## src/rtl/stall_defines.svh

```systemverilog
`ifndef STALL_DEFINES_SVH
`define STALL_DEFINES_SVH

// ------------------------------
// Widths
// ------------------------------

// Message payload width in bits
`define STALL_MSG_W 16

// Max delay and countdown width, so delays up to 255 cycles
`define STALL_DELAY_W 8

// ------------------------------
// LFSR seeds
// ------------------------------

// Nonzero, and distinct so the two stages draw different sequences
`define STALL_SEED_IN  16'hACE1
`define STALL_SEED_OUT 16'h5EED

`endif

```

## src/rtl/stall_pkg.sv

```systemverilog
`include "stall_defines.svh"

package stall_pkg;

  // ------------------------------
  // Shared types
  // ------------------------------

  // Message carried on every valid/ready link
  typedef logic [`STALL_MSG_W-1:0] stall_msg_t;

  // Max delay inputs and delay countdowns
  typedef logic [`STALL_DELAY_W-1:0] stall_delay_t;

  // Delay stage FSM
  typedef enum logic {
    STALL_IDLE = 1'b0,
    STALL_WAIT = 1'b1
  } stall_state_t;

endpackage

```

## src/rtl/stall_rand_delay.sv

```systemverilog
`timescale 1ns/1ns

module stall_rand_delay #(
  // LFSR start value, must be nonzero
  parameter logic [15:0] SEED = 16'h0001
) (
  input  logic                 clk,
  input  logic                 reset,

  // Run-time max delay, zero means pass-through
  input  stall_pkg::stall_delay_t max_delay,

  // Upstream side
  input  logic                 in_val,
  output logic                 in_rdy,
  input  stall_pkg::stall_msg_t   in_msg,

  // Downstream side
  output logic                 out_val,
  input  logic                 out_rdy,
  output stall_pkg::stall_msg_t   out_msg
);

  import stall_pkg::*;

  // ------------------------------
  // LFSR
  // ------------------------------

  // 16-bit Galois LFSR, x^16 + x^14 + x^13 + x^11 + 1
  localparam int LFSR_W = 16;
  localparam logic [LFSR_W-1:0] LFSR_TAPS = 16'hB400;

  logic [LFSR_W-1:0] lfsr;
  logic [LFSR_W-1:0] lfsr_next;

  // Shift right, fold taps back in when the bit shifted out is set
  assign lfsr_next = {1'b0, lfsr[LFSR_W-1:1]} ^ (lfsr[0] ? LFSR_TAPS : '0);

  // ------------------------------
  // Delay draw
  // ------------------------------

  // Zero max turns the whole stage into wires
  logic pass_thru;
  assign pass_thru = (max_delay == '0);

  // Draw = LFSR value modulo the max
  // Guarded so a zero max never divides by zero
  logic [LFSR_W-1:0] lfsr_mod;
  stall_delay_t      draw;

  assign lfsr_mod = pass_thru ? '0 : (lfsr % LFSR_W'(max_delay));

  // Result is below max_delay so it fits the delay width
  assign draw = stall_delay_t'(lfsr_mod);

  // ------------------------------
  // State and countdown
  // ------------------------------

  stall_state_t state;
  stall_state_t state_next;
  stall_delay_t count;
  stall_delay_t count_next;

  always_ff @(posedge clk) begin
    if (reset) begin
      state <= STALL_IDLE;
      count <= '0;
      lfsr  <= SEED;
    end else begin
      state <= state_next;
      count <= count_next;
      // Steps every cycle regardless of traffic
      lfsr  <= lfsr_next;
    end
  end

  // ------------------------------
  // Next state and outputs
  // ------------------------------

  always_comb begin
    // Hold by default
    state_next = state;
    count_next = count;
    out_val    = 1'b0;

    if (pass_thru) begin
      // Combinational pass-through, nothing to count
      out_val    = in_val;
      state_next = STALL_IDLE;
      count_next = '0;
    end else begin
      case (state)
        STALL_IDLE: begin
          // Zero draw forwards in the same cycle
          out_val = in_val && (draw == '0);

          // Message seen but not taken this cycle
          if (in_val && !(out_val && out_rdy)) begin
            state_next = STALL_WAIT;
            // Idle cycle already counts as the first cycle of the wait
            // zero draw with back-pressure parks at count zero
            count_next = (draw == '0) ? '0 : draw - 1'b1;
          end
        end

        STALL_WAIT: begin
          // Offer the message once the countdown has run out
          out_val = in_val && (count == '0);

          if (count != '0) begin
            count_next = count - 1'b1;
          end else if (in_val && out_rdy) begin
            // Transfer done, back to idle for the next message
            state_next = STALL_IDLE;
          end
        end

        default: begin
          state_next = STALL_IDLE;
          count_next = '0;
        end
      endcase
    end
  end

  // Upstream sees ready only on the cycle the message leaves
  // In pass-through mode ready just follows downstream
  assign in_rdy = pass_thru ? out_rdy : (out_val && out_rdy);

  // Data is never stored here, only delayed by holding valid low
  assign out_msg = in_msg;

endmodule

```

## src/rtl/stall_skid_buffer.sv

```systemverilog
`timescale 1ns/1ns

module stall_skid_buffer (
  input  logic                 clk,
  input  logic                 reset,

  // Upstream side
  input  logic                 in_val,
  output logic                 in_rdy,
  input  stall_pkg::stall_msg_t   in_msg,

  // Downstream side
  output logic                 out_val,
  input  logic                 out_rdy,
  output stall_pkg::stall_msg_t   out_msg
);

  import stall_pkg::*;

  // ------------------------------
  // Storage and pointers
  // ------------------------------

  // Two message slots used as a tiny ring
  stall_msg_t mem [2];

  // Slot holding the oldest message
  logic       head;

  // Number of held messages, 0 to 2
  logic [1:0] count;

  logic push;
  logic pop;
  logic wr_ptr;

  // Both handshakes come from registered state on this side
  assign in_rdy  = (count != 2'd2);
  assign out_val = (count != 2'd0);
  assign out_msg = mem[head];

  assign push = in_val && in_rdy;
  assign pop  = out_val && out_rdy;

  // First free slot after the head
  assign wr_ptr = head ^ count[0];

  // ------------------------------
  // Control
  // ------------------------------

  always_ff @(posedge clk) begin
    if (reset) begin
      head  <= 1'b0;
      count <= 2'd0;
    end else begin
      // Push only, pop only, or both with count unchanged
      if (push && !pop) begin
        count <= count + 2'd1;
      end else if (pop && !push) begin
        count <= count - 2'd1;
      end

      if (pop) begin
        head <= ~head;
      end
    end
  end

  // ------------------------------
  // Data
  // ------------------------------

  // Slot write, a full buffer never pushes so no overwrite
  always_ff @(posedge clk) begin
    if (push) begin
      mem[wr_ptr] <= in_msg;
    end
  end

endmodule

```

## src/rtl/stall_shaper_top.sv

```systemverilog
`timescale 1ns/1ns

`include "stall_defines.svh"

module stall_shaper_top (
  input  logic                 clk,
  input  logic                 reset,

  // Run-time maxima, one per delay stage
  input  stall_pkg::stall_delay_t max_delay_in,
  input  stall_pkg::stall_delay_t max_delay_out,

  // Upstream side
  input  logic                 in_val,
  output logic                 in_rdy,
  input  stall_pkg::stall_msg_t   in_msg,

  // Downstream side
  output logic                 out_val,
  input  logic                 out_rdy,
  output stall_pkg::stall_msg_t   out_msg
);

  import stall_pkg::*;

  // Input delay stage to skid buffer
  logic       mid_val;
  logic       mid_rdy;
  stall_msg_t mid_msg;

  // Skid buffer to output delay stage
  logic       skid_val;
  logic       skid_rdy;
  stall_msg_t skid_msg;

  // ------------------------------
  // Input delay
  // ------------------------------

  stall_rand_delay #(
    .SEED (`STALL_SEED_IN)
  ) u_delay_in (
    .clk       (clk),
    .reset     (reset),
    .max_delay (max_delay_in),
    .in_val    (in_val),
    .in_rdy    (in_rdy),
    .in_msg    (in_msg),
    .out_val   (mid_val),
    .out_rdy   (mid_rdy),
    .out_msg   (mid_msg)
  );

  // ------------------------------
  // Skid buffer
  // ------------------------------

  // Registered handshakes here break the ready path between the stages
  stall_skid_buffer u_skid (
    .clk     (clk),
    .reset   (reset),
    .in_val  (mid_val),
    .in_rdy  (mid_rdy),
    .in_msg  (mid_msg),
    .out_val (skid_val),
    .out_rdy (skid_rdy),
    .out_msg (skid_msg)
  );

  // ------------------------------
  // Output delay
  // ------------------------------

  stall_rand_delay #(
    .SEED (`STALL_SEED_OUT)
  ) u_delay_out (
    .clk       (clk),
    .reset     (reset),
    .max_delay (max_delay_out),
    .in_val    (skid_val),
    .in_rdy    (skid_rdy),
    .in_msg    (skid_msg),
    .out_val   (out_val),
    .out_rdy   (out_rdy),
    .out_msg   (out_msg)
  );

endmodule

```

## config.mk

```make
export PLATFORM = sky130hd
export DESIGN_NAME = stall_shaper_top
export DESIGN_NICKNAME = d
export VERILOG_FILES = /design/src/rtl/stall_pkg.sv /design/src/rtl/stall_rand_delay.sv /design/src/rtl/stall_skid_buffer.sv /design/src/rtl/stall_shaper_top.sv
export VERILOG_INCLUDE_DIRS = /design/src /design/src/rtl
export SDC_FILE = /design/constraint.sdc
export NUM_CORES = 1
export LEC_CHECK = 0
export BUFFER_PORTS_ARGS = -buffer_cell sky130_fd_sc_hd__buf_4
export CAP_MARGIN = 20
export CORE_MARGIN = 5
export CORE_UTILIZATION = 65
export DETAILED_ROUTE_END_ITERATION = 6
export GPL_TIMING_DRIVEN = 0
export PLACE_DENSITY = 0.83
export SLEW_MARGIN = 40
export SYNTH_ARGS = -nofsm -noshare
export SYNTH_HDL_FRONTEND = slang
export SYNTH_SLANG_ARGS = --single-unit
```

## constraint.sdc

```tcl
create_clock -name clk -period 56.1 [get_ports clk]
set_clock_uncertainty 0.05 [all_clocks]
set_input_delay 8.415 -clock clk [delete_from_list [all_inputs] [get_ports clk]]
set_output_delay 8.415 -clock clk [all_outputs]
set_load 0.1 [all_outputs]
```

### After elaboration in Yosys (flattened, before gate mapping)

Memory sizes are Yosys's and may differ from the RTL's. A register that Yosys moved wholly into a read port is not among the register bits.
Index checks and enable logic that the tools add are counted.

* multiplexer cells: 32
* eq/ne operators: 5
* reduce and logical (&&, ||, !) cells: 33
* bitwise logic cells: 6
* divide/modulo/power cells: 2
* add/subtract/negate cells: 6

Operator list (number)
* 8-bit 2-to-1 mux: 8
* 8-bit logical NOT: 6
* 16-bit by 8-bit remainder unit with 16-bit output: 2
* 16-bit 2-to-1 mux: 2
* 8-bit case mux with 2 select lines: 2
* 8-bit by 1-bit subtractor with 8-bit output, second input constant: 4
* 15-bit by 16-bit XOR with 16-bit output: 2
* 8-bit nonzero test: 2
* 1-bit logical AND: 15
* 1-bit 2-to-1 mux: 14
* 1-bit case mux with 2 select lines: 4
* 2-bit inequality test, second input constant: 3
* 1-bit logical NOT: 4
* 2-bit 2-to-1 mux: 2
* 2-bit by 1-bit inequality test with 1-bit output, second input constant: 2
* 2-bit AND reduction: 2
* 2-bit nonzero test: 2
* 2-bit OR reduction: 2
* 1-bit NOT: 3
* 2-bit by 1-bit adder with 2-bit output, second input constant: 1
* 2-bit by 1-bit subtractor with 2-bit output, second input constant: 1
* 1-bit XOR: 1

* RAM bits: 32
* bits in registers: 53
* memories kept: 1
* input bits: 36

Memory list
* u_skid.mem: words 2, width 16, read ports 1, clocked after Yosys merged registers in 1, wr ports 1, line stall_skid_buffer.sv:25 `stall_msg_t mem [2];`

### Longest topological paths before layout

Gate-level depths: netlist of the first run.

* depth after elaboration: 12
* depth in mapped cells: 164
* gate-level depth less buffers: 157

### Cells and area by module

Synthesis of the first run repeated with hierarchy kept, for this count alone.

* cells, all modules: 2052
* area, all modules: 15965.3 sq um

By module, submodules not included
* stall_rand_delay (u_delay_in): instances 1, cells an instance 997, seq. area each 500.5 sq um, area each 7345.8 sq um
* stall_rand_delay (u_delay_out): instances 1, cells an instance 980, seq. area each 500.5 sq um, area each 7253.2 sq um
* stall_skid_buffer: instances 1, cells an instance 75, seq. area each 1041.0 sq um, area each 1366.3 sq um

### Least setup slack after synthesis of the first run

No wires, ideal clock.

* kind: input -> output
* start: input max_delay_in[7]
* end: output in_rdy
* data required time: 47.635 ns
* slack: 8.181 ns
* cell stages on the path: 148
* buffers on the path: 6
* arrival time: 39.454 ns
* cells stage by stage: nor4_4 > a31oi_1 > a31oi_1 > ha_1 > inv_1 > or4_1 > a21oi_1 > o21ba_2 > ha_1 > nand2_1 > o21ai_0 > a211oi_1 > or2_2 > ha_1 > a21o_1 > o211ai_1 > nand2_1 > o31ai_1 > (+112 left out) > a21oi_1 > nor2b_1 > o21ai_0 > nand2b_1 > inv_1 > and3_1 > o2111ai_1 > a31o_2 > a211o_1 > o21a_4 > buf_6 > mux2i_1 > nand2_1 > ha_1 > a31oi_2 > o21ai_1 > nand3_1 > o21ai_1

* cells in the longest elaborated chain, start to end: 8

Ends and longest elaborated chain
* from (decl): line stall_shaper_top.sv:10 `input stall_pkg::stall_delay_t max_delay_in,`
* 16-bit by 8-bit remainder unit with 16-bit output or 8-bit logical NOT (tied branches): line stall_rand_delay.sv:53, stall_rand_delay.sv:46
* 8-bit 2-to-1 mux: line stall_rand_delay.sv:53 `assign lfsr_mod = pass_thru ? '0 : (lfsr % LFSR_W'(max_delay));`
* 8-bit logical NOT: line stall_rand_delay.sv:99 `out_val = in_val && (draw == '0);`
* 1-bit logical AND: line stall_rand_delay.sv:99
* 1-bit case mux with 2 select lines: line stall_rand_delay.sv:96 `case (state)`
* 1-bit 2-to-1 mux: line stall_rand_delay.sv:90 `if (pass_thru) begin`
* 1-bit logical AND: line stall_rand_delay.sv:132 `assign in_rdy = pass_thru ? out_rdy : (out_val && out_rdy);`
* 1-bit 2-to-1 mux *: line stall_rand_delay.sv:132
* to (decl): line stall_shaper_top.sv:15 `output logic in_rdy,`

Every way passes the cells marked *; elsewhere a longest branch is shown, timed or not.

### Final worst setup path of the first run

* start: input max_delay_in[0]
* end: output in_rdy

The elaborated chain is that of the path after synthesis.

==> metrics.txt, run 1 <==
status=completed; CP max stage cell=or4b_2; clock tree buffer depth=2; CTS tree=built; I/O Buffers=52; synthesized flop and latch total=86; Final GP Congestion=0.959; CP most frequent cell=o21a_1; Synth Instances=1984; CTS Sinks=86; average via count per standard cell=6.47; core area=23500 sq um; Tot GR Track Use=0.287; CP Max Fanout=16; commonest non-fill, non-tap cell in the layout=ha_1; Reg2Reg Depth=152; Antenna diodes=0; Worst-Margin Slew=776 ps; fin nets=2294; post-synthesis sequential area ratio=0.131; Ys Warns=0; Skew-Pair Late Insertion Delay=350 ps; reg2reg setup slack=19340 ps; root buffer cell=clkbuf_16; area grow syn2layout=7.13%; Post-synth top flop=dfxtp_1; Worst Hold Class=flop to flop; DRC=0; drt first pass iters=6; Fill cells=1994; Min-Delay Path Depth=1; Post-synth EDFFs=32; FF-to-FF Start=u_delay_in.lfsr[15]; DR iter-0 viols=981; Initial Utilization=0.662; Clock transition at path regs=70 ps; Post-DP HPWL=31600 microns; Synthesized Nets=2231; Critical Path Start=max_delay_in[0]; RSZ-0062 raised after global routing=false; Slew headroom=0.482; Max Cap Violations=0; top area cells in the synthesized netlist=ha_1, dfxtp_1, edfxtp_1, mux2_2, nor2_1; fin cells=2371; fin. max-slew vios=0; wire length per cell=16.7 microns; Worst R2R End=u_skid.count[1]; Crit. End Element=output port; final worst path period share=0.952; setup bufs post-CTS=0; WP data required=47630 ps; Hold Buf Count CTS=0; Synth Cell Area=15600 sq um; WHS Endpoint=u_delay_out.lfsr[11]; Final ANT Viol Nets=0; Tmin final=53410 ps; asr flop ratio synth=0; fmax=0.0187 GHz; vias in the first global route=14530; DIE WIDTH=165 microns; die area=27200 sq um; # IOs=54; largest net degree at the start of global routing=19; Fin Setup TNS=0 ps; largest area contributor in the netlist=ha_1; layout cells sized above 1=0.127; H-tree levels=3; final hold viol count=0; most frequent cells in the layout=ha_1, nor2_1, nand2_1, a21oi_1, nor3_1; clock buffer count from CTS=9; total grt overflow=0; Final setup viols=0; Post-Route WL=39600 microns; dpl cells=2355; post-CTS sizing=0; top cell type's share of synthesized area=0.168; crit path launch type=primary input; HP Start=u_delay_out.lfsr[12]; DR vias=15338; first-pass GRT wire length=66000 microns; max incr delay on CP=620 ps; chip height=165 microns; initial antenna violation count=1; crit path kind=primary input to output port; Arrival @ worst endpoint=44940 ps; Synth cell types=116; Syn Area/Cell=7.86 sq um; row cnt=56
-- area by class of cell --
type,instances,area [sq um],area share
multi-input cells,1762,13000,0.780
flip-flops and latches,86,2040,0.122
well taps,319,399,0.0239
repair buffers,52,390,0.0234
inverters,77,289,0.0173
plain buffers,59,254,0.0152
clock buffers,9,225,0.0135
clock inverters,7,76.3,0.00457
-- critical path: cells and delay by family --
| family | cells | cell delay [ps] |
|---|---|---|
| compound gates | 78 | 17550 |
| simple gates | 35 | 8030 |
| fa+ha+maj | 17 | 5300 |
| buf+inv | 14 | 2940 |
| mux | 8 | 2670 |
-- worst max-delay path by stage --
stage	endpoint	slack [ps]	cells past startpoint
final	in_rdy	2690	152
after global routing	in_rdy	100	153
after global placement	in_rdy	4220	153
after CTS	in_rdy	3340	151
after floorplan	in_rdy	8180	148
after detailed placement	in_rdy	3580	151
-- synth_stat cells (49+ instances only) --
master     n
xnor2_1   56
ha_1     209
o21ai_0   99
nor2_1   194
nor3_1   101
dfxtp_1   54
a21oi_1  110
nand2_1  122
mux2_2    80
inv_1     77
a21o_1    49
o21a_1    84
-- kinds of logic (layout without fill, tap and decap cells) --
family | Yosys count | after routing | synth area share
simple gates | 715 | 715 | 0.240
compound gates | 611 | 611 | 0.279
fa+ha+maj | 211 | 211 | 0.170
buf+inv | 136 | 204 | 0.0348
mux | 124 | 124 | 0.0883
xor+xnor | 101 | 101 | 0.0567
flops | 86 | 86 | 0.131
-- stage by stage --
stage	setup WS [ps]	hold WS (ps)	area (sq um)	util
2_1_floorplan	8180	388	15600	-
3_3_place_gp	4220	402	16400	0.696
3_5_place_dp	3580	406	16400	0.696
4_1_cts	3340	415	16700	0.709
5_1_grt	97.0	432	16700	0.710
6_report	2690	412	16700	0.710
-- state kept, by name, summed over array words and instances, names as in the netlist, named ones only --
| register | count |
|---|---|
| u_delay_in.count | 8 |
| u_delay_in.lfsr | 16 |
| u_delay_in.state | 1 |
| u_delay_out.count | 8 |
| u_delay_out.lfsr | 16 |
| u_delay_out.state | 1 |
| u_skid.count | 2 |
| u_skid.head | 1 |
| u_skid.mem | 32 |
-- routing by layer --
metal	up-vias	global-route usage	wire length (microns)
met5	-	0	13
met3	92	0.0280	1610
met1	7163	0.364	17700
met2	418	0.510	19300
li1	7663	-	-
met4	2	0.0930	965
Power of run 1 is not shown: default switching activity piles up to over one toggle a cycle in this logic, so the estimate is an artifact.
==> inputs of run 2 (changes only) <==
--- a/config.mk
+++ b/config.mk
@@ -15,2 +15,3 @@
 export PLACE_DENSITY = 0.83
+export SKIP_LAST_GASP = 1
 export SLEW_MARGIN = 40
@@ -18,2 +19,3 @@
 export SYNTH_HDL_FRONTEND = slang
+export SYNTH_HIERARCHICAL = 1
 export SYNTH_SLANG_ARGS = --single-unit
==> constraint.sdc (replaced) <==
create_clock -name clk -period 56.1 [get_ports clk]
set_clock_uncertainty 0.05 [all_clocks]
set_input_delay 11.22 -clock clk [delete_from_list [all_inputs] [get_ports clk]]
set_output_delay 11.22 -clock clk [all_outputs]
set_load 0.1 [all_outputs]
==> metrics.txt, run 2 <==
status=completed; Worst-Margin Slew=779 ps; average via count per standard cell=6.63; most frequent cells in the layout=ha_1, nor2_1, buf_4, nand2_1, nor3_1; RSZ-0062 raised after global routing=true; commonest non-fill, non-tap cell in the layout=ha_1; cell with the most instances after synthesis=ha_1; most flop-heavy register=u_skid/mem; Reg area=2040 sq um; largest net degree at the start of global routing=23; CP Max Fanout=10; crit path launch type=primary input; clock buffer count from CTS=9; drt first pass iters=6; Post-Route WL=45300 microns; max incr delay on CP=550 ps; Arrival @ worst endpoint=43870 ps; Final GP Congestion=0.930; Final setup viols=0; Hold Buf Count CTS=0; top area cells in the synthesized netlist=ha_1, dfxtp_1, edfxtp_1, mux2_2, nor2_1; root buffer cell=clkbuf_16; asr flop ratio synth=0; Fill cells=1744; first-pass GRT wire length=69500 microns; WHS Endpoint=u_delay_out/lfsr[8]; CP most frequent cell=o21a_1; # IOs=54; Post-synth top flop=dfxtp_1; Post-synth EDFFs=32; DIE WIDTH=167 microns; area grow syn2layout=15.0%; Min-Delay Path Depth=2; post-synthesis sequential area ratio=0.128; Reg2Reg Depth=175; Top Registers=u_skid/mem (32), u_delay_in/lfsr (16), u_delay_out/lfsr (16); top cell type's share of synthesized area=0.164; synthesized flop and latch total=86; layout cells sized above 1=0.214; FF-to-FF Start=u_delay_out/lfsr[0]; Syn Area/Cell=7.78 sq um; Synth Cell Area=16000 sq um; Post-DP HPWL=32100 microns; vias in the first global route=15514; Crit. End Element=output port; Synthesized Nets=2299; wire length per cell=18.0 microns; top post-synthesis cells by count=ha_1, nor2_1, nand2_1, nor3_1, a21oi_1; Synth Instances=2052; clock tree buffer depth=2; I/O Buffers=35; total grt overflow=0; initial antenna violation count=0; die area=27800 sq um; Slew headroom=0.480; dpl cells=2413; reg2reg setup slack=21750 ps; row cnt=57; Skew-Pair Late Insertion Delay=350 ps; HP Start=u_delay_out/lfsr[9]; Clock transition at path regs=60 ps; core area=24200 sq um; fmax=0.0181 GHz; Antenna diodes=0; final worst path period share=0.983; Worst R2R End=u_delay_out/count[6]; fin nets=2428; Multi-input gate area=13800 sq um; fin. max-slew vios=0; Max Cap Violations=0; Tot GR Track Use=0.284; CTS Sinks=86; DR iter-0 viols=1638; max reg flops=32; crit path kind=primary input to output port; Worst Hold Class=flop to flop; fin cells=2510; Final ANT Viol Nets=0; DR vias=16650; CP max stage cell=or4_4; H-tree levels=3; Ys Warns=6; WP data required=44830 ps; Tmin final=55140 ps; final hold viol count=0; largest area contributor in the netlist=ha_1; Critical Path Start=max_delay_out[7]; chip height=167 microns; Synth cell types=117; DRC=0; Initial Utilization=0.658; CTS tree=built
-- run 2: routing by layer --
metal / track usage / vias up / part of all wire / routed length, microns
met5: 0 / - / 0 / 0
met4: 0.119 / 0 / 0.040 / 1830
met3: 0.0280 / 163 / 0.053 / 2410
met2: 0.515 / 696 / 0.49 / 22300
met1: 0.344 / 7803 / 0.41 / 18700
li1: - / 7988 / - / -
-- run 2: logic make-up (layout without fill, tap and decap cells) --
group,after synthesis,after routing,synth area share
compound gates,629,629,0.282
fa+ha+maj,214,214,0.168
simple gates,713,713,0.226
xor+xnor,108,108,0.0592
flops,86,86,0.128
buf+inv,181,315,0.0535
mux,121,121,0.0835
-- run 2: layout make-up --
| type | instances | area share |
|---|---|---|
| buffer | 90 | 0.0301 |
| clock buffer | 9 | 0.0123 |
| clock inverter | 7 | 0.00388 |
| inverter | 86 | 0.0180 |
| multi-input combinational | 1785 | 0.751 |
| sequential | 86 | 0.111 |
| tap | 324 | 0.0221 |
| timing repair buffer | 123 | 0.0517 |
-- run 2: what timing repair did --
action                                 in CTS  in global routing
pin swaps                                  10                 46
buffers inserted                           29                 56
gates cloned                                0                  1
setup endpoints to repair                   2                  2
endpoints found under the hold margin       0                  0
gates resized for setup                    54                139
-- run 2: worst max path at each step --
| stage | end | slack (ps) | depth (start not counted) |
|---|---|---|---|
| 6_report | out_val | 960 | 162 |
| 5_1_grt | out_val | -730 | 163 |
| 4_1_cts | out_val | -100 | 159 |
| 3_5_place_dp | out_val | -3960 | 156 |
| 3_3_place_gp | out_val | -3050 | 155 |
| 2_1_floorplan | out_val | 1120 | 155 |
-- run 2: critical path: cells and delay by family --
kind | cells | cell delay, ps
buf+inv | 17 | 2830
compound gates | 81 | 15170
mux | 8 | 2140
simple gates | 40 | 7410
fa+ha+maj | 16 | 4990
-- run 2: metrics by stage --
step	TNS [ps]	instance area, sq um	util	hold WS, ps	worst slack (ps)
4_1_cts	-96.0	17400	0.717	418	-96.0
2_1_floorplan	0	16000	-	382	1120
3_5_place_dp	-5910	16700	0.687	408	-3960
3_3_place_gp	-4430	16600	0.686	401	-3050
6_report	0	18400	0.757	431	962
5_1_grt	-876	18400	0.757	444	-731
Power of run 2 is left out for the same reason.
==> inputs of run 3 (changes only) <==
- RECOVER_POWER: unset -> 25
==> metrics.txt, run 3 (synthesis results as in run 2) <==
status=completed; most frequent cells in the layout=ha_1, nor2_1, nand2_1, buf_4, nor3_1; Tot GR Track Use=0.284; post-route cell area=18300 sq um; Critical Path Start=max_delay_out[7]; drt first pass iters=6; Antenna diodes=0; final worst path period share=0.982; DR vias=16664; max incr delay on CP=550 ps; max reg flops=32; Reg2Reg Depth=173; commonest non-fill, non-tap cell in the layout=ha_1; reg2reg setup slack=21760 ps; crit path launch type=primary input; Clock transition at path regs=60 ps; FF-to-FF Start=u_delay_out/lfsr[0]; Hold Buf Count CTS=0; fin nets=2428; CTS Sinks=86; die area=27800 sq um; most flop-heavy register=u_skid/mem; CTS tree=built; clock tree buffer depth=2; Top Registers=u_skid/mem (32), u_delay_in/lfsr (16), u_delay_out/lfsr (16); Final setup viols=0; CP Depth=160; crit path kind=primary input to output port; crit path to=out_val; DIE WIDTH=167 microns; Worst-Margin Slew=1270 ps; DRC=0; I/O Buffers=35; Worst R2R End=u_delay_out/count[6]; Fill cells=1747; Max Cap Violations=0; H-tree levels=3; row cnt=57; CP max stage cell=or4_4; layout cells sized above 1=0.212; fin cells=2510; fmax=0.0181 GHz; placed instance area=16700 sq um; first-pass GRT wire length=69500 microns; worst path buffer plus inverter count=17; Initial Utilization=0.658; clock buffer count from CTS=9; initial antenna violation count=0; wire length per cell=18.1 microns; fin. max-slew vios=0; Post-Route WL=45300 microns; core area=24200 sq um; worst hold slack=432 ps; CP Max Fanout=10; Tmin final=55120 ps; CP most frequent cell=o21a_1; Reg area=2040 sq um; Multi-input gate area=13800 sq um; final hold viol count=0; Worst Hold Class=flop to flop; Crit. End Element=output port; Post-DP HPWL=32100 microns; WP data required=44830 ps; Final ANT Viol Nets=0; area grow syn2layout=14.9%; Skew-Pair Late Insertion Delay=350 ps; dpl cells=2413; RSZ-0062 raised after global routing=true; root buffer cell=clkbuf_16; chip height=167 microns; Final GP Congestion=0.930; post-route core utilization=0.757; # IOs=54; CP top delay family=compound AO/OA/AOI/OAI gates; average via count per standard cell=6.64; largest net degree at the start of global routing=23; DR iter-0 viols=1575; Arrival @ worst endpoint=43850 ps; total grt overflow=0; vias in the first global route=15514; Slew headroom=0.151
==> run 3: cell count changes in the layout (fill, tap and decap cells not counted) <==
cell | before | now
clkbuf_4 | 5 | 18
clkbuf_1 | 33 | 37
buf_4 | 152 | 135
==> run 3: worst min-delay path by stage <==
stage / startpoint / endpoint / slack (ps) / cells past startpoint
after global routing: u_delay_in/lfsr[12] / u_delay_in/lfsr[11] / 440 / 1
after detailed placement: u_delay_in/lfsr[2] / u_delay_in/lfsr[1] / 410 / 2
after floorplan: u_delay_in/lfsr[12] / u_delay_in/lfsr[11] / 380 / 1
final: u_delay_out/lfsr[9] / u_delay_out/lfsr[8] / 430 / 2
after global placement: u_delay_in/lfsr[2] / u_delay_in/lfsr[1] / 400 / 2
after CTS: u_delay_in/lfsr[2] / u_delay_in/lfsr[1] / 420 / 2
==> run 3: final cells by class <==
| class | instances | share of cell area |
|---|---|---|
| Clock inverter | 7 | 0.00389 |
| Buffer | 90 | 0.0295 |
| Timing Repair Buffer | 123 | 0.0515 |
| Tap cell | 324 | 0.0221 |
| Multi-Input combinational cell | 1785 | 0.751 |
| Sequential cell | 86 | 0.111 |
| Clock buffer | 9 | 0.0123 |
| Inverter | 86 | 0.0180 |
==> run 3: through the flow <==
stage	setup TNS, ps	setup slack [ps]
final	0	982
after global routing	-876	-731
after CTS	-96.0	-96.0
after detailed placement	-5910	-3960
after global placement	-4430	-3050
after floorplan	0	1120
==> run 3: repair_timing <==
action	in CTS	in global routing
endpoints found under the setup margin	2	2
cloned	0	1
buffers inserted	29	56
resized for setup	54	139
endpoints found under the hold margin	0	0
pin swaps	10	46
==> run 3: worst min-delay path, cell delays in order (launching register included) <==
cell and delay [ps]:
dfxtp_1 320, inv_1 70, nor2_1 50
==> run 3: routing by layer <==
layer  vias up  wire length, microns  track usage  share of wire
met1      7793                 18800        0.344           0.41
li1       7999                     -            -              -
met5         -                     0            0              0
met3       178                  2340       0.0280          0.052
met4         0                  1920        0.119          0.042
met2       694                 22300        0.515           0.49
Power of run 3 is left out for the same reason.
